`src/verilog/fp_ex_pkg.sv`:
```
package fp_ex_pkg;

  // Major opcode of the OP-FP class
  localparam logic [6:0] OP_FP = 7'b1010011;

  // Single precision funct7 classes
  localparam logic [6:0] FP7_FSGNJ   = 7'b0010000;
  localparam logic [6:0] FP7_FMINMAX = 7'b0010100;
  localparam logic [6:0] FP7_FCMP    = 7'b1010000;
  localparam logic [6:0] FP7_FMVXW   = 7'b1110000;
  localparam logic [6:0] FP7_FCVTSW  = 7'b1101000;
  localparam logic [6:0] FP7_FMVWX   = 7'b1111000;

  // funct3 variants
  localparam logic [2:0] FP3_FMV    = 3'b000;
  localparam logic [2:0] FP3_FCLASS = 3'b001;
  localparam logic [2:0] FP3_FSGNJ  = 3'b000;
  localparam logic [2:0] FP3_FSGNJN = 3'b001;
  localparam logic [2:0] FP3_FMAX   = 3'b001;
  localparam logic [2:0] FP3_FLE    = 3'b000;
  localparam logic [2:0] FP3_FLT    = 3'b001;
  localparam logic [2:0] FP3_FEQ    = 3'b010;
  localparam logic [2:0] FRM_DYN    = 3'b111;

  localparam logic [31:0] CANON_NAN = 32'h7fc00000;

  // Biased exponent of 2^31, the weight of bit 31 before normalization
  localparam logic [7:0] I2F_EXP_INIT = 8'd158;

  typedef struct packed {
    logic [6:0] funct7;
    logic [4:0] rs2;
    logic [4:0] rs1;
    logic [2:0] funct3;
    logic [4:0] rd;
    logic [6:0] opcode;
  } r_type_t;

  typedef struct packed {
    logic [4:0] rs3;
    logic [1:0] fmt;
    logic [4:0] rs2;
    logic [4:0] rs1;
    logic [2:0] funct3;
    logic [4:0] rd;
    logic [6:0] opcode;
  } r4_type_t;

  // One instruction word, two field layouts
  typedef union packed {
    r_type_t  r;
    r4_type_t r4;
  } rv_instr_u;

  typedef enum logic [2:0] {
    NONE,
    SGNJ,
    MINMAX,
    CMP,
    CLASS,
    MV_XW,
    MV_WX,
    I2F
  } fp_op_e;

  // Encoding follows the frm field
  typedef enum logic [2:0] {
    RNE = 3'd0,
    RTZ = 3'd1,
    RDN = 3'd2,
    RUP = 3'd3,
    RMM = 3'd4
  } rm_e;

  typedef struct packed {
    fp_op_e     op;
    logic [2:0] sub;
    logic       is_unsigned;
    rm_e        rm;
  } fp_req_t;

  typedef struct packed {
    logic [31:0] frs1;
    logic [31:0] frs2;
    logic [31:0] rs1;
  } fp_operands_t;

  // Flags ordered {NV, DZ, OF, UF, NX}
  typedef struct packed {
    logic        valid;
    logic [31:0] value;
    logic [4:0]  fflags;
  } fp_res_t;

endpackage
```
`src/verilog/fp_ex.sv`:
```
`timescale 1ns/1ps

module fp_ex (
  input  logic        clk,
  input  logic        arst_n_i,
  input  logic        op_valid_i,
  input  logic [31:0] instr_i,
  input  logic [2:0]  frm_csr_i,
  input  logic [31:0] frs1_i,
  input  logic [31:0] frs2_i,
  input  logic [31:0] rs1_i,
  output logic        result_valid_o,
  output logic [31:0] result_o,
  output logic [4:0]  fflags_o,
  output logic        busy_o
);

  fp_ex_pkg::rv_instr_u    instr;
  fp_ex_pkg::fp_req_t      req;
  fp_ex_pkg::fp_operands_t opnd;
  fp_ex_pkg::fp_res_t      nc_res;
  fp_ex_pkg::fp_res_t      cv_res;

  assign instr = fp_ex_pkg::rv_instr_u'(instr_i);

  assign opnd.frs1 = frs1_i;
  assign opnd.frs2 = frs2_i;
  assign opnd.rs1  = rs1_i;

  fp_ex_decode u_decode (
    .instr_i   (instr),
    .frm_csr_i (frm_csr_i),
    .req_o     (req)
  );

  // Single-cycle ops, result in the request cycle
  fp_noncomp u_noncomp (
    .op_valid_i (op_valid_i),
    .req_i      (req),
    .opnd_i     (opnd),
    .res_o      (nc_res)
  );

  // Iterative int to float
  fp_i2f_conv u_i2f (
    .clk        (clk),
    .arst_n_i   (arst_n_i),
    .op_valid_i (op_valid_i),
    .req_i      (req),
    .rs1_i      (rs1_i),
    .busy_o     (busy_o),
    .res_o      (cv_res)
  );

  // At most one unit is valid in a cycle
  always_comb begin
    if (nc_res.valid) begin
      result_valid_o = 1'b1;
      result_o       = nc_res.value;
      fflags_o       = nc_res.fflags;
    end else if (cv_res.valid) begin
      result_valid_o = 1'b1;
      result_o       = cv_res.value;
      fflags_o       = cv_res.fflags;
    end else begin
      result_valid_o = 1'b0;
      result_o       = 32'd0;
      fflags_o       = 5'd0;
    end
  end

endmodule

```
`src/verilog/fp_i2f_conv.sv`:
```
`timescale 1ns/1ps

module fp_i2f_conv (
  input  logic               clk,
  input  logic               arst_n_i,
  input  logic               op_valid_i,
  input  fp_ex_pkg::fp_req_t req_i,
  input  logic [31:0]        rs1_i,
  output logic               busy_o,
  output fp_ex_pkg::fp_res_t res_o
);

  logic           start;
  logic           done;
  logic           busy_q;
  logic           valid_q;
  logic           sign_q;
  logic [31:0]    mag_q;
  logic [7:0]     exp_q;
  fp_ex_pkg::rm_e rm_q;
  logic [31:0]    value_q;
  logic           nx_q;
  logic           in_sign;
  logic [31:0]    in_mag;
  logic           lsb;
  logic           guard;
  logic           sticky;
  logic           round_up;
  logic [24:0]    rounded;
  logic [7:0]     res_exp;
  logic [22:0]    res_mant;

  // A new request while busy is a caller error and is dropped
  assign start = op_valid_i && (req_i.op == fp_ex_pkg::I2F) && !busy_q;

  // Signed input goes in as its absolute value
  assign in_sign = !req_i.is_unsigned && rs1_i[31];
  assign in_mag  = in_sign ? (~rs1_i + 32'd1) : rs1_i;

  // Normalized, or zero which needs no shifting
  assign done = busy_q && ((mag_q == 32'd0) || mag_q[31]);

  // Bit 31 is the hidden one, bit 8 the last kept
  assign lsb    = mag_q[8];
  assign guard  = mag_q[7];
  assign sticky = |mag_q[6:0];

  always_comb begin
    case (rm_q)
      fp_ex_pkg::RNE: round_up = guard && (sticky || lsb);
      fp_ex_pkg::RTZ: round_up = 1'b0;
      fp_ex_pkg::RDN: round_up = sign_q && (guard || sticky);
      fp_ex_pkg::RUP: round_up = !sign_q && (guard || sticky);
      fp_ex_pkg::RMM: round_up = guard;
      default:        round_up = 1'b0;
    endcase
  end

  // Carry out of the mantissa bumps the exponent
  assign rounded  = {1'b0, mag_q[31:8]} + {24'd0, round_up};
  assign res_exp  = rounded[24] ? (exp_q + 8'd1) : exp_q;
  assign res_mant = rounded[24] ? rounded[23:1] : rounded[22:0];

  always_ff @(posedge clk or negedge arst_n_i) begin
    if (!arst_n_i) begin
      busy_q  <= 1'b0;
      valid_q <= 1'b0;
    end else begin
      // One-cycle result strobe as busy drops
      valid_q <= done;
      if (start) begin
        busy_q <= 1'b1;
      end else if (done) begin
        busy_q <= 1'b0;
      end
    end
  end

  always_ff @(posedge clk) begin
    if (start) begin
      sign_q <= in_sign;
      mag_q  <= in_mag;
      exp_q  <= fp_ex_pkg::I2F_EXP_INIT;
      rm_q   <= req_i.rm;
    end else if (done) begin
      if (mag_q == 32'd0) begin
        // Zero converts exactly to +0
        value_q <= 32'd0;
        nx_q    <= 1'b0;
      end else begin
        value_q <= {sign_q, res_exp, res_mant};
        nx_q    <= guard || sticky;
      end
    end else if (busy_q) begin
      // One leading zero per cycle
      mag_q <= {mag_q[30:0], 1'b0};
      exp_q <= exp_q - 8'd1;
    end
  end

  assign busy_o       = busy_q;
  assign res_o.valid  = valid_q;
  assign res_o.value  = value_q;
  // Conversion from 32 bits can only be inexact
  assign res_o.fflags = {4'd0, nx_q};

endmodule

```
`src/verilog/fp_noncomp.sv`:
```
`timescale 1ns/1ps

module fp_noncomp (
  input  logic                    op_valid_i,
  input  fp_ex_pkg::fp_req_t      req_i,
  input  fp_ex_pkg::fp_operands_t opnd_i,
  output fp_ex_pkg::fp_res_t      res_o
);

  logic [31:0] a;
  logic [31:0] b;
  logic        a_nan;
  logic        b_nan;
  logic        a_snan;
  logic        b_snan;
  logic        a_lt_b;
  logic        a_eq_b;
  logic        is_mine;
  logic [9:0]  a_class;

  function automatic logic is_nan(input logic [31:0] x);
    return (&x[30:23]) && (|x[22:0]);
  endfunction

  // Quiet bit clear on a NaN
  function automatic logic is_snan(input logic [31:0] x);
    return is_nan(x) && !x[22];
  endfunction

  // One-hot FCLASS mask, bit 0 is -inf up to bit 9 quiet NaN
  function automatic logic [9:0] fclass(input logic [31:0] x);
    logic       exp_ones;
    logic       exp_zero;
    logic       man_zero;
    logic [9:0] cls;
    exp_ones = &x[30:23];
    exp_zero = ~|x[30:23];
    man_zero = ~|x[22:0];
    cls      = '0;
    if (exp_ones && !man_zero) begin
      cls[x[22] ? 9 : 8] = 1'b1;
    end else if (exp_ones) begin
      cls[x[31] ? 0 : 7] = 1'b1;
    end else if (exp_zero && man_zero) begin
      cls[x[31] ? 3 : 4] = 1'b1;
    end else if (exp_zero) begin
      cls[x[31] ? 2 : 5] = 1'b1;
    end else begin
      cls[x[31] ? 1 : 6] = 1'b1;
    end
    return cls;
  endfunction

  assign a       = opnd_i.frs1;
  assign b       = opnd_i.frs2;
  assign a_nan   = is_nan(a);
  assign b_nan   = is_nan(b);
  assign a_snan  = is_snan(a);
  assign b_snan  = is_snan(b);
  assign a_class = fclass(a);

  // Sign-magnitude order, -0 sits below +0
  always_comb begin
    if (a[31] != b[31]) begin
      a_lt_b = a[31];
    end else if (a[31]) begin
      a_lt_b = (a[30:0] > b[30:0]);
    end else begin
      a_lt_b = (a[30:0] < b[30:0]);
    end
  end

  // Numeric equality treats the two zeros as equal
  assign a_eq_b = (a == b) || ((a[30:0] == 31'd0) && (b[30:0] == 31'd0));

  assign is_mine = (req_i.op == fp_ex_pkg::SGNJ) || (req_i.op == fp_ex_pkg::MINMAX) ||
                   (req_i.op == fp_ex_pkg::CMP) || (req_i.op == fp_ex_pkg::CLASS) ||
                   (req_i.op == fp_ex_pkg::MV_XW) || (req_i.op == fp_ex_pkg::MV_WX);

  always_comb begin
    res_o.valid  = op_valid_i && is_mine;
    res_o.value  = '0;
    res_o.fflags = '0;
    case (req_i.op)
      fp_ex_pkg::SGNJ: begin
        // Magnitude of a, sign built from b
        if (req_i.sub == fp_ex_pkg::FP3_FSGNJ) begin
          res_o.value = {b[31], a[30:0]};
        end else if (req_i.sub == fp_ex_pkg::FP3_FSGNJN) begin
          res_o.value = {~b[31], a[30:0]};
        end else begin
          res_o.value = {a[31] ^ b[31], a[30:0]};
        end
      end
      fp_ex_pkg::MINMAX: begin
        res_o.fflags[4] = a_snan || b_snan;
        if (a_nan && b_nan) begin
          res_o.value = fp_ex_pkg::CANON_NAN;
        end else if (a_nan) begin
          res_o.value = b;
        end else if (b_nan) begin
          res_o.value = a;
        end else if (req_i.sub == fp_ex_pkg::FP3_FMAX) begin
          res_o.value = a_lt_b ? b : a;
        end else begin
          res_o.value = a_lt_b ? a : b;
        end
      end
      fp_ex_pkg::CMP: begin
        if (req_i.sub == fp_ex_pkg::FP3_FEQ) begin
          // Quiet compare, only sNaN is invalid
          res_o.fflags[4] = a_snan || b_snan;
          res_o.value[0]  = !a_nan && !b_nan && a_eq_b;
        end else begin
          // Signaling compares trap on any NaN
          res_o.fflags[4] = a_nan || b_nan;
          if (!a_nan && !b_nan) begin
            if (req_i.sub == fp_ex_pkg::FP3_FLT) begin
              res_o.value[0] = a_lt_b && !a_eq_b;
            end else begin
              res_o.value[0] = a_lt_b || a_eq_b;
            end
          end
        end
      end
      fp_ex_pkg::CLASS: res_o.value = {22'd0, a_class};
      // Raw bit copies either way
      fp_ex_pkg::MV_XW: res_o.value = a;
      fp_ex_pkg::MV_WX: res_o.value = opnd_i.rs1;
      default: res_o.value = '0;
    endcase
  end

endmodule

```
`src/verilog/fp_ex_decode.sv`:
```
`timescale 1ns/1ps

module fp_ex_decode (
  input  fp_ex_pkg::rv_instr_u instr_i,
  input  logic [2:0]           frm_csr_i,
  output fp_ex_pkg::fp_req_t   req_o
);

  logic [2:0] funct3;
  logic [2:0] rm_raw;
  logic       rm_ok;
  logic       is_r4;
  logic       is_op_fp;

  // R-type view for the OP-FP fields
  assign funct3   = instr_i.r.funct3;
  assign is_op_fp = (instr_i.r.opcode == fp_ex_pkg::OP_FP);

  // R4 view picks out the fused multiply-add group, 100xx11
  assign is_r4 = (instr_i.r4.opcode[6:4] == 3'b100) && (instr_i.r4.opcode[1:0] == 2'b11);

  // Static mode from funct3, or fcsr.frm when dynamic
  assign rm_raw = (funct3 == fp_ex_pkg::FRM_DYN) ? frm_csr_i : funct3;
  // Modes 5 to 7 are reserved
  assign rm_ok  = (rm_raw <= 3'd4);

  always_comb begin
    req_o.op          = fp_ex_pkg::NONE;
    req_o.sub         = funct3;
    req_o.is_unsigned = 1'b0;
    req_o.rm          = rm_ok ? fp_ex_pkg::rm_e'(rm_raw) : fp_ex_pkg::RNE;

    // Fused ops have no unit here and stay NONE
    if (!is_r4 && is_op_fp && rm_ok) begin
      case (instr_i.r.funct7)
        fp_ex_pkg::FP7_FSGNJ: begin
          // FSGNJ, FSGNJN, FSGNJX
          if (funct3 <= 3'd2) begin
            req_o.op = fp_ex_pkg::SGNJ;
          end
        end
        fp_ex_pkg::FP7_FMINMAX: begin
          if (funct3 <= fp_ex_pkg::FP3_FMAX) begin
            req_o.op = fp_ex_pkg::MINMAX;
          end
        end
        fp_ex_pkg::FP7_FCMP: begin
          // FLE, FLT, FEQ
          if (funct3 <= fp_ex_pkg::FP3_FEQ) begin
            req_o.op = fp_ex_pkg::CMP;
          end
        end
        fp_ex_pkg::FP7_FMVXW: begin
          // Shared funct7, split by funct3
          if (funct3 == fp_ex_pkg::FP3_FMV) begin
            req_o.op = fp_ex_pkg::MV_XW;
          end else if (funct3 == fp_ex_pkg::FP3_FCLASS) begin
            req_o.op = fp_ex_pkg::CLASS;
          end
        end
        fp_ex_pkg::FP7_FMVWX: begin
          if (funct3 == fp_ex_pkg::FP3_FMV) begin
            req_o.op = fp_ex_pkg::MV_WX;
          end
        end
        fp_ex_pkg::FP7_FCVTSW: begin
          // rs2 is 0 for W, 1 for WU
          if (instr_i.r.rs2[4:1] == 4'd0) begin
            req_o.op          = fp_ex_pkg::I2F;
            req_o.is_unsigned = instr_i.r.rs2[0];
          end
        end
        default: begin
          // FADD, FMUL, FDIV and the rest are not built
          req_o.op = fp_ex_pkg::NONE;
        end
      endcase
    end
  end

endmodule

```
`config.mk`:
```
export PLATFORM = sky130hd
export DESIGN_NAME = fp_ex
export DESIGN_NICKNAME = d
export VERILOG_FILES = /design/src/verilog/fp_ex_pkg.sv /design/src/verilog/fp_ex.sv /design/src/verilog/fp_i2f_conv.sv /design/src/verilog/fp_noncomp.sv /design/src/verilog/fp_ex_decode.sv
export SDC_FILE = /design/constraint.sdc
export NUM_CORES = 1
export LEC_CHECK = 0
export ABC_AREA = 1
export ABC_CLOCK_PERIOD_IN_PS = 5000
export BUFFER_PORTS_ARGS = -buffer_cell sky130_fd_sc_hd__buf_2
export CAP_MARGIN = 15
export CORE_MARGIN = 3
export CORE_UTILIZATION = 56
export DETAILED_ROUTE_END_ITERATION = 16
export PLACE_DENSITY = 0.77
export SYNTH_ARGS = -nofsm -noshare
export SYNTH_HDL_FRONTEND = slang
export SYNTH_HIERARCHICAL = 1
export SYNTH_SLANG_ARGS = --single-unit
```
`constraint.sdc`:
```
create_clock -name clk -period 5 [get_ports clk]
set_input_delay 1 -clock clk [delete_from_list [all_inputs] [get_ports clk]]
set_output_delay 1 -clock clk [all_outputs]
set_load 0.01 [all_outputs]
```
After elaboration in Yosys (flattened, before gate mapping). Cells that the tools add are included.

Muxes and demuxes: 63. Bitwise logic cells: 5. Add/subtract/negate cells: 4. Reduce and logical (&&, ||, !) cells: 66. Order comparisons: 15. Eq/ne operators: 25.

Operators with widths (number): $mux 32 (14); $ge 32x1->1 const B (5); $lt 32x6->1 const B (5); $pmux 31 s5 (1); $logic_not 31->1 (2); $reduce_or 23->1 (2); $mux 10 (4); $eq 7x7->1 const B (5); $add 32x1->32 const B (1); $eq 32x32->1 (1); $logic_not 32->1 (1); $not 32->32 (1); $gt 31x31->1 (1); $lt 31x31->1 (1); $mux 3 (10); $logic_and 1x1->1 (26); $add 24x1->25 (1); $mux 23 (1); $eq 3x3->1 const B (7); $demux 1 s4 (5); $mux 1 (19); $pmux 3 s6 (1); $reduce_and 8->1 (2); $eq 3x2->1 const B (5); other kinds (26) (57).

Bits in registers: 79. Word-level logic and storage cells: 186. Output and inout bits: 39. Input port bits: 134.

Logic depth before layout (Yosys ltp). Gate-level depths: netlist (run 1).

Depth in word-level cells: 14. Gate-level depth with buffers: 24.

By module. The synthesis (run 1) kept the hierarchy.

Modules (own cells, without submodules): fp_i2f_conv (area an instance 5114.9 um^2, cells each 663, times used 1); fp_noncomp (area an instance 2707.6 um^2, cells each 517, times used 1); fp_ex (area an instance 573.0 um^2, cells each 124, times used 1); fp_ex_decode (area an instance 415.4 um^2, cells each 86, times used 1).

Least setup slack after synthesis (run 1). Ideal clock, no wire load.

Kind: in2out. Start: in instr_i[27]. End: out result_o[0]. Stages on the path: 17. Arrival time: 2931 ps. Required time: 4000 ps. Setup slack: 1069 ps. Buffers on the path: 2. Cells stage by stage: nor2_1 -> nand2_1 -> a21oi_1 -> nor2_1 -> nand2_1 -> nand2_2 -> nor2_1 -> clkbuf_1 -> inv_1 -> nor2_1 -> inv_1 -> clkbuf_1 -> o221ai_1 -> a21oi_1 -> nand2_1 -> nand2_1 -> nand2_1.

RTL lines: from (decl) (RTL line fp_ex.sv:7) `input logic [31:0] instr_i,`; to (decl) (RTL line fp_ex.sv:13) `output logic [31:0] result_o,`.

==> flow_metrics.tcl, run 1 <==
set metrics [dict create \
    cts_tree "yes" \
    worstSetupEndpointType "output port" \
    hold_class "primary input to async pin" \
    worst_ep_required_time_ns 4.00 \
    stdcell_area_sq_mm 0.009983 \
    drive_gt1_share_pct 16.36 \
    slew_headroom_pct 58.32 \
    drtPass1Iterations 6 \
    place_inst 1722 \
    cts-htree-levels 3 \
    yosys_warnings 6 \
    cts_hold_buffers 0 \
    via_count 9883 \
    die_area_sq_mm 0.01728 \
    rsz0062_at_grt "no" \
    fin_util_pct 65.19 \
    clockBufferDepth 2 \
    finalSetupViolCount 0 \
    synth-seq-area-share_pct 25.90 \
    synth_cell_types 56 \
    period_needed_ns 4.604 \
    arrival_ns 3.60 \
    insertion_delay_ns 0.35 \
    async_reset_ff_share_pct 2.532 \
    dp_hpwl_um 23080 \
    rows 45 \
    drcViolationCount 0 \
    status "finished clean" \
    finalSetupTns_ns 0 \
    ys_ff_latch 79 \
    num-nets-final 1695 \
    clk_pin_slew_worst_paths_ns 0.06 \
    synth.top_cell.area_share_pct 23.52 \
    synthesis.area_sq_mm 0.008811 \
    final_cells 1739 \
    grt_first_pass_wirelength_um 45440 \
    numPortBuffers 159 \
    ys.flop_type "edfxtp_1" \
    finalHoldViolCount 0 \
    worstMarginPinSlew_ns 0.6243 \
    power_per_cell_area_mw_per_mm2 173.8 \
    die_y_um 131.4 \
    ant_nets 0 \
    start_kind "primary input" \
    timing.rr.end "u_i2f/value_q[0]" \
    r2r_start "u_i2f/mag_q[4]" \
    root_buffer "clkbuf_16" \
    critPathMaxFanout 31 \
    grtUsageTotal_pct 32.64 \
    place_area_sq_mm 0.009643 \
    max_freq_mhz 217.2 \
    finalPower_mw 1.735 \
    rrSetupSlack_ns 2.03 \
    synth.most_common_cell "nand2_1" \
    syn_avg_cell_area_sq_um 6.339 \
    irDropWorstVdd_uv 179.8 \
    dr.first_iter.drc_count 1095 \
    cts.sinks 79 \
    viasPerCell 5.683 \
    die_w_um 131.4 \
    crit_type "primary input to output port" \
    cts_buffers 9 \
    routed_wirelength_um 29320 \
    syn2layout_area_growth_pct 13.31 \
    skew_ns 0.005357 \
    antenna_found_initial 1 \
    synth_area_leaders "edfxtp_1, nand2_1, nand3_1, inv_1, ha_1" \
    gp_congestion 1.052 \
    io_pins 173 \
    yosysTopAreaCell "edfxtp_1" \
    post_drt_wl_per_cell_um 16.86 \
    ctsResizeCount 0 \
    syn_inst 1390 \
    fin_crit_sh_pct 92.09 \
    p_leak_nw 5.073 \
    synth_commonest_cells "nand2_1, inv_1, nand3_1" \
    grt_overflow_total 0 \
    core-area_sq_mm 0.01531 \
    cts_setup_buffers 0 \
    final_max_slew_viol_count 0 \
    grt_max_degree 44 \
    setup_slack_ns 0.3957 \
    initial_core_util_pct 57.53 \
    holdWs_ns 0.4314 \
    pre_cts_slack_ns 0.4442 \
    grt_pass1_vias 8678 \
    n_antenna_cell 0 \
    synth_edf_count 69 \
    r2r_cells 14 \
    max_cap_violations 0 \
]
## routing by layer
metal	GRT usage, %	vias up	routed length [um]
met5	0	-	11
met2	49.89	578	12700
met3	5.819	71	3184
met1	45.80	4443	12200
li1	-	4789	-
met4	13.13	2	1224
## report_power, final
group	total, mW	leakage, nW	switching, mW	internal (mW)
Combinational	0.322	4.25	0.212	0.110
Sequential	0.707	0.679	0.0000000000000000300	0.707
Clock	0.706	0.148	0.270	0.436
## layout by cell type (no fill, tap or decap), types with 3 or more instances in the layout
cell / n
nand2_1: 434
inv_1: 196
nand3_1: 170
buf_2: 159
nor2_1: 108
edfxtp_1: 69
o21ai_0: 57
ha_1: 38
a21oi_1: 34
nand4_1: 34
xor2_1: 29
nor3_1: 25
buf_4: 14
nand2_2: 12
nand3b_1: 12
nor2_2: 11
inv_2: 9
clkbuf_16: 9
nor4_1: 9
conb_1: 8
dfxtp_1: 8
o211ai_1: 7
o21ai_1: 5
a32o_1: 5
a221oi_1: 5
nor2_4: 4
nand3_2: 4
or2_2: 3
clkinv_1: 3
nor3_2: 3
o221ai_1: 3
## area by class of cell
type | instances | area, sq um
Clock inverter | 6 | 83.83
Multi-Input combinational cell | 1051 | 5398
Timing Repair Buffer | 175 | 948.4
Fill cell | 1490 | 5331
Inverter | 207 | 778.2
Sequential cell | 79 | 2282
Clock buffer | 10 | 229.0
Tap cell | 211 | 264.0
## flip-flops by register name (all words and copies together) (netlist names)
name / flops
u_i2f/sign_q: 1
u_i2f/exp_q: 8
u_i2f/busy_o: 1
u_i2f/valid_q: 1
u_i2f/value_q: 32
u_i2f/mag_q: 32
u_i2f/rm_q: 3
u_i2f/nx_q: 1
## critical path, cell delays in order
cell and delay, ns:
buf_2 0.07, inv_1 0.05, ha_1 0.31, nand2_1 0.11, inv_1 0.06, nand2_1 0.07, nand2_1 0.07, a21oi_1 0.16
nand2_1 0.09, nand2_1 0.08, nand2_1 0.05, nand2_1 0.07, nand2_2 0.06, nand3_1 0.12, nand3_4 0.21, nand2_4 0.38
nand2_1 0.09, nand2_1 0.08, nand2_1 0.05, nand2_1 0.06, nand2_1 0.11, nand2_1 0.10, buf_2 0.13
## cells by family (layout without fill, tap and decap cells)
kind of cell	count (synthesis)	in the layout	synth area share [%]
xor gates and xnor gates	31	31	3.082
and+or+nand+nor	846	846	43.68
AOI/OAI and AO/OA	128	128	8.492
buffers and inverters	266	398	13.36
DFF	79	79	25.90
adders and majority gates	38	38	5.396
other	2	8	0.08523
## how the worst max path moves through the flow
stage,slack (ns),depth (start not counted),endpoint,start
global placement,0.47,20,result_o[23],frs2_i[30]
global route,0.13,15,result_o[5],instr_i[13]
finish,0.40,23,result_o[23],frs2_i[14]
CTS,0.44,20,result_o[23],frs2_i[30]
floorplan,1.07,17,result_o[0],instr_i[27]
detailed placement,0.44,20,result_o[23],frs2_i[30]
No activity file was read; power rests on OpenSTA's default activity.
==> run 2, diff against run 1 <==
- RECOVER_POWER: default -> 100
==> flow_metrics.tcl, run 2 (same netlist as run 1, synthesis figures left out) <==
set metrics [dict create \
    hold_class "primary input to async pin" \
    die_y_um 131.4 \
    critPathMaxFanout 24 \
    worstMarginPinSlew_ns 2.001 \
    die_w_um 131.4 \
    violations "capacitance limit, slew limit" \
    grt_pass1_vias 8678 \
    finalSetupViolCount 0 \
    ant_nets 0 \
    dr.first_iter.drc_count 1129 \
    path_cells "buf_2 > nand2_1 > nor2_1 > nor2_1 > a21oi_4 > nand2_1 > nor2_1 > nand2_1 > nor2_2 > buf_12 > nand2_1 > o21ai_0 > inv_1 > nand2_1 > nand2_1 > nand2_1 > clkbuf_1" \
    grt_first_pass_wirelength_um 45440 \
    multi_input_area_sq_mm 0.005331 \
    via_count 9918 \
    viasPerCell 5.703 \
    ff_latch_area_sq_mm 0.002282 \
    final_cells 1739 \
    crit_type "primary input to output port" \
    max_freq_mhz 212.9 \
    slew_headroom_pct -33.39 \
    cts.sinks 79 \
    power_per_cell_area_mw_per_mm2 175.7 \
    place_inst 1722 \
    cts_buffers 9 \
    slowest_delay_ns 0.41 \
    critPathTopFamily "simple AND/OR/NAND/NOR gates" \
    drtPass1Iterations 6 \
    drive_gt1_share_pct 13.22 \
    routed_wirelength_um 29290 \
    fillCellCount 1525 \
    slowest_stage "nor2_2" \
    ctsResizeCount 0 \
    insertion_delay_ns 0.34 \
    cts_setup_buffers 0 \
    final_max_slew_viol_count 112 \
    reg_top3 "u_i2f/mag_q x32, u_i2f/value_q x32, u_i2f/exp_q x8" \
    finalHoldViolCount 0 \
    dp_hpwl_um 23080 \
    p_leak_nw 4.828 \
    max_cap_violations 3 \
    cts-htree-levels 3 \
    cts_hold_buffers 0 \
    root_buffer "clkbuf_16" \
    status "complete, but fails checks" \
    io_pins 173 \
    grt_overflow_total 0 \
    irDropWorstVdd_uv 178.6 \
    clockBufferDepth 2 \
    core-area_sq_mm 0.01531 \
    rows 45 \
    period_needed_ns 4.698 \
    antenna_found_initial 1 \
    worst-path-buf-inv 4 \
    final_cell_mix "nand2_1, inv_1, nand3_1" \
    initial_core_util_pct 57.53 \
    n_antenna_cell 0 \
    cp_common_cell "nand2_1" \
    die_area_sq_mm 0.01728 \
    arrival_ns 3.70 \
    cts_tree "yes" \
    worstSetupEndpointType "output port" \
    skew_ns 0.006156 \
    fin_crit_sh_pct 93.96 \
    start_kind "primary input" \
    finalSetupTns_ns 0 \
    gp_congestion 1.052 \
    drcViolationCount 0 \
    grt_max_degree 44 \
    rsz0062_at_grt "no" \
    numPortBuffers 159 \
    num-nets-final 1695 \
    clk_pin_slew_worst_paths_ns 0.06 \
    layout_commonest_cell "nand2_1" \
    grtUsageTotal_pct 32.64 \
    worst_ep_required_time_ns 4.00 \
    post_drt_wl_per_cell_um 16.84 \
    syn2layout_area_growth_pct 11.91 \
]
## run 2: changes by cell type in the layout (fill, tap and decap cells not counted), sizes merged
cell and change:
buf -37, clkbuf +37, clkinv -1, clkinvlp +1
## run 2: power breakdown
group | internal (mW) | total, mW | switching (mW)
Clock | 0.436 | 0.703 | 0.267
Sequential | 0.707 | 0.707 | 0.0000000000000000297
Combinational | 0.110 | 0.322 | 0.212
## run 2: layout make-up
cell class                 instances  area share [%]
clock buffer                      10           2.322
clock inverter                     6          0.8501
inverter                         207           7.892
multi-input combinational       1051           54.07
sequential                        79           23.14
tap                              211           2.677
timing repair buffer             175           9.047
## run 2: per-stage QoR
step           util, %  power [mW]  setup slack [ns]  instance area, sq um  hold WS, ns
2_1_floorplan        -      0.9236             1.069                  8833       0.4768
3_3_place_gp     62.97       1.027            0.4651                  9643       0.5011
3_5_place_dp     62.97       1.033            0.4442                  9643       0.5117
4_1_cts          65.01       1.734            0.4364                  9956       0.4241
5_1_grt          64.39       1.807           0.08498                  9861       0.4280
6_report         64.39       1.732            0.3021                  9861       0.4412
## run 2: path summary, 6_finish.rpt
kind,startpoint,slack [ns],cells after the start,endpoint
max,instr_i[12],0.30,17,result_o[14]
min,arst_n_i,0.44,1,u_i2f/busy_o
max reg2reg,u_i2f/mag_q[4],1.02,14,u_i2f/value_q[0]
min reg2reg,u_i2f/exp_q[1],0.53,2,u_i2f/exp_q[1]
max in group asynchronous,arst_n_i,4.42,1,u_i2f/valid_q
min in group clk,u_i2f/exp_q[1],0.53,2,u_i2f/exp_q[1]
## run 2: layer usage
layer	part of all wire (%)	wire length (um)	vias to the layer above	track usage [%]
met2	43	12540	599	49.89
li1	-	-	4781	-
met4	4.3	1273	2	13.13
met3	11	3342	75	5.819
met5	0.044	13	-	0
met1	41	12120	4461	45.80
==> run 3, diff against run 2 <==
- CAP_MARGIN: 15 -> 20
- PLACE_DENSITY: 0.77 -> 0.86
==> flow_metrics.tcl, run 3 (same netlist as run 1, synthesis figures left out) <==
set metrics [dict create \
    n_antenna_cell 0 \
    rrSetupSlack_ns 0.84 \
    holdWs_ns 0.4226 \
    drive_gt1_share_pct 13.79 \
    max_cap_violations 3 \
    critPathMaxFanout 23 \
    die_y_um 131.4 \
    numPortBuffers 159 \
    r2r_start "u_i2f/mag_q[6]" \
    hold_class "primary input to async pin" \
    die_w_um 131.4 \
    fin_crit_sh_pct 96.20 \
    skew_ns 0.01114 \
    startpoint "instr_i[12]" \
    cts_setup_buffers 0 \
    violations "capacitance limit, slew limit" \
    grt_overflow_total 0 \
    cts_tree "yes" \
    irDropWorstVdd_uv 224.7 \
    layout_commonest_cell "nand2_1" \
    dr.first_iter.drc_count 1086 \
    grtUsageTotal_pct 33.14 \
    worstSetupEndpointType "output port" \
    die_area_sq_mm 0.01728 \
    final_max_slew_viol_count 112 \
    grt_first_pass_wirelength_um 46010 \
    max_freq_mhz 207.9 \
    finalHoldViolCount 0 \
    insertion_delay_ns 0.34 \
    cts.sinks 79 \
    ant_nets 0 \
    viasPerCell 5.651 \
    gp_congestion 1.054 \
    syn2layout_area_growth_pct 11.67 \
    r2r_cells 14 \
    cts-htree-levels 3 \
    worst_ep_required_time_ns 4.00 \
    slew_headroom_pct -29.85 \
    arrival_ns 3.81 \
    ctsResizeCount 0 \
    routed_wirelength_um 29690 \
    drcViolationCount 0 \
    antenna_found_initial 0 \
    core-area_sq_mm 0.01531 \
    final_cells 1741 \
    place_inst 1725 \
    p_leak_nw 4.855 \
    clockBufferDepth 2 \
    dp_hpwl_um 23500 \
    rows 45 \
    status "complete, but fails checks" \
    drtPass1Iterations 6 \
    via_count 9838 \
    initial_core_util_pct 57.53 \
    num-nets-final 1697 \
    io_pins 173 \
    start_kind "primary input" \
    timing.rr.end "u_i2f/value_q[0]" \
    cts_hold_buffers 0 \
    rsz0062_at_grt "no" \
    final_cell_mix "nand2_1, inv_1, nand3_1" \
    root_buffer "clkbuf_16" \
    crit_type "primary input to output port" \
    finalSetupTns_ns 0 \
    cts_buffers 9 \
    post_drt_wl_per_cell_um 17.05 \
    grt_max_degree 44 \
    crit_end "result_o[31]" \
    power_per_cell_area_mw_per_mm2 171.6 \
    grt_pass1_vias 8776 \
    reg_top3 "u_i2f/mag_q x32, u_i2f/value_q x32, u_i2f/exp_q x8" \
    worstMarginPinSlew_ns 1.948 \
    period_needed_ns 4.810 \
    clk_pin_slew_worst_paths_ns 0.07 \
    finalSetupViolCount 0 \
]
[run 3: changes by cell type in the layout (fill, tap and decap cells not counted), sizes merged]
cell      before  now
buf          138  145
clkinvlp       2    1
clkbuf        47   42
inv          206  209
bufinv         2    0
[run 3: worst min-delay path by stage]
stage | from | end | cells past startpoint | slack [ns]
floorplan | u_i2f/exp_q[1] | u_i2f/exp_q[1] | 2 | 0.48
global placement | u_i2f/exp_q[1] | u_i2f/exp_q[1] | 2 | 0.50
detailed placement | u_i2f/exp_q[1] | u_i2f/exp_q[1] | 2 | 0.50
CTS | arst_n_i | u_i2f/busy_o | 1 | 0.42
global route | arst_n_i | u_i2f/busy_o | 1 | 0.42
finish | arst_n_i | u_i2f/busy_o | 1 | 0.42
[run 3: power by group]
part	internal, mW	switching, mW
sequential	0.707	0.0000000000000000276
clock	0.374	0.287
combinational	0.110	0.211
total	1.19	0.498
[run 3: layer usage]
layer / up-vias / GRT usage [%] / routed length (um)
li1: 4790 / - / -
met1: 4421 / 46.72 / 12620
met2: 566 / 51.78 / 12910
met3: 61 / 4.824 / 3045
met4: 0 / 12.25 / 1117
met5: - / 0 / 0
[run 3: layout make-up]
class,instances,area [sq um]
Clock buffer,10,250.2
Clock inverter,6,48.80
Fill cell,1509,5475
Inverter,207,778.2
Multi-Input combinational cell,1051,5320
Sequential cell,79,2282
Tap cell,211,264.0
Timing Repair Buffer,177,895.9
[run 3: metrics by stage]
| step | utilization, % | power (mW) | worst slack, ns | area, sq um |
|---|---|---|---|---|
| 4_1_cts | 65.11 | 1.686 | 0.4186 | 9972 |
| 3_3_place_gp | 62.98 | 1.028 | 0.4218 | 9646 |
| 2_1_floorplan | - | 0.9236 | 1.069 | 8833 |
| 3_5_place_dp | 63.16 | 1.032 | 0.4279 | 9673 |
| 6_report | 64.25 | 1.688 | 0.1899 | 9839 |
| 5_1_grt | 64.25 | 1.754 | 0.05965 | 9839 |
[run 3: worst max-delay path, stage by stage]
cell      delay [ns]
buf_2           0.20
nand2_1         0.08
nor2_1          0.14
nor2_1          0.11
a21oi_4         0.20
nand2_1         0.12
nor2_1          0.34
nand2_1         0.24
nor3_2          0.18
buf_2           0.45
o211ai_1        0.17
o211ai_1        0.18
nand2_1         0.09
nand2_1         0.13
buf_2           0.15
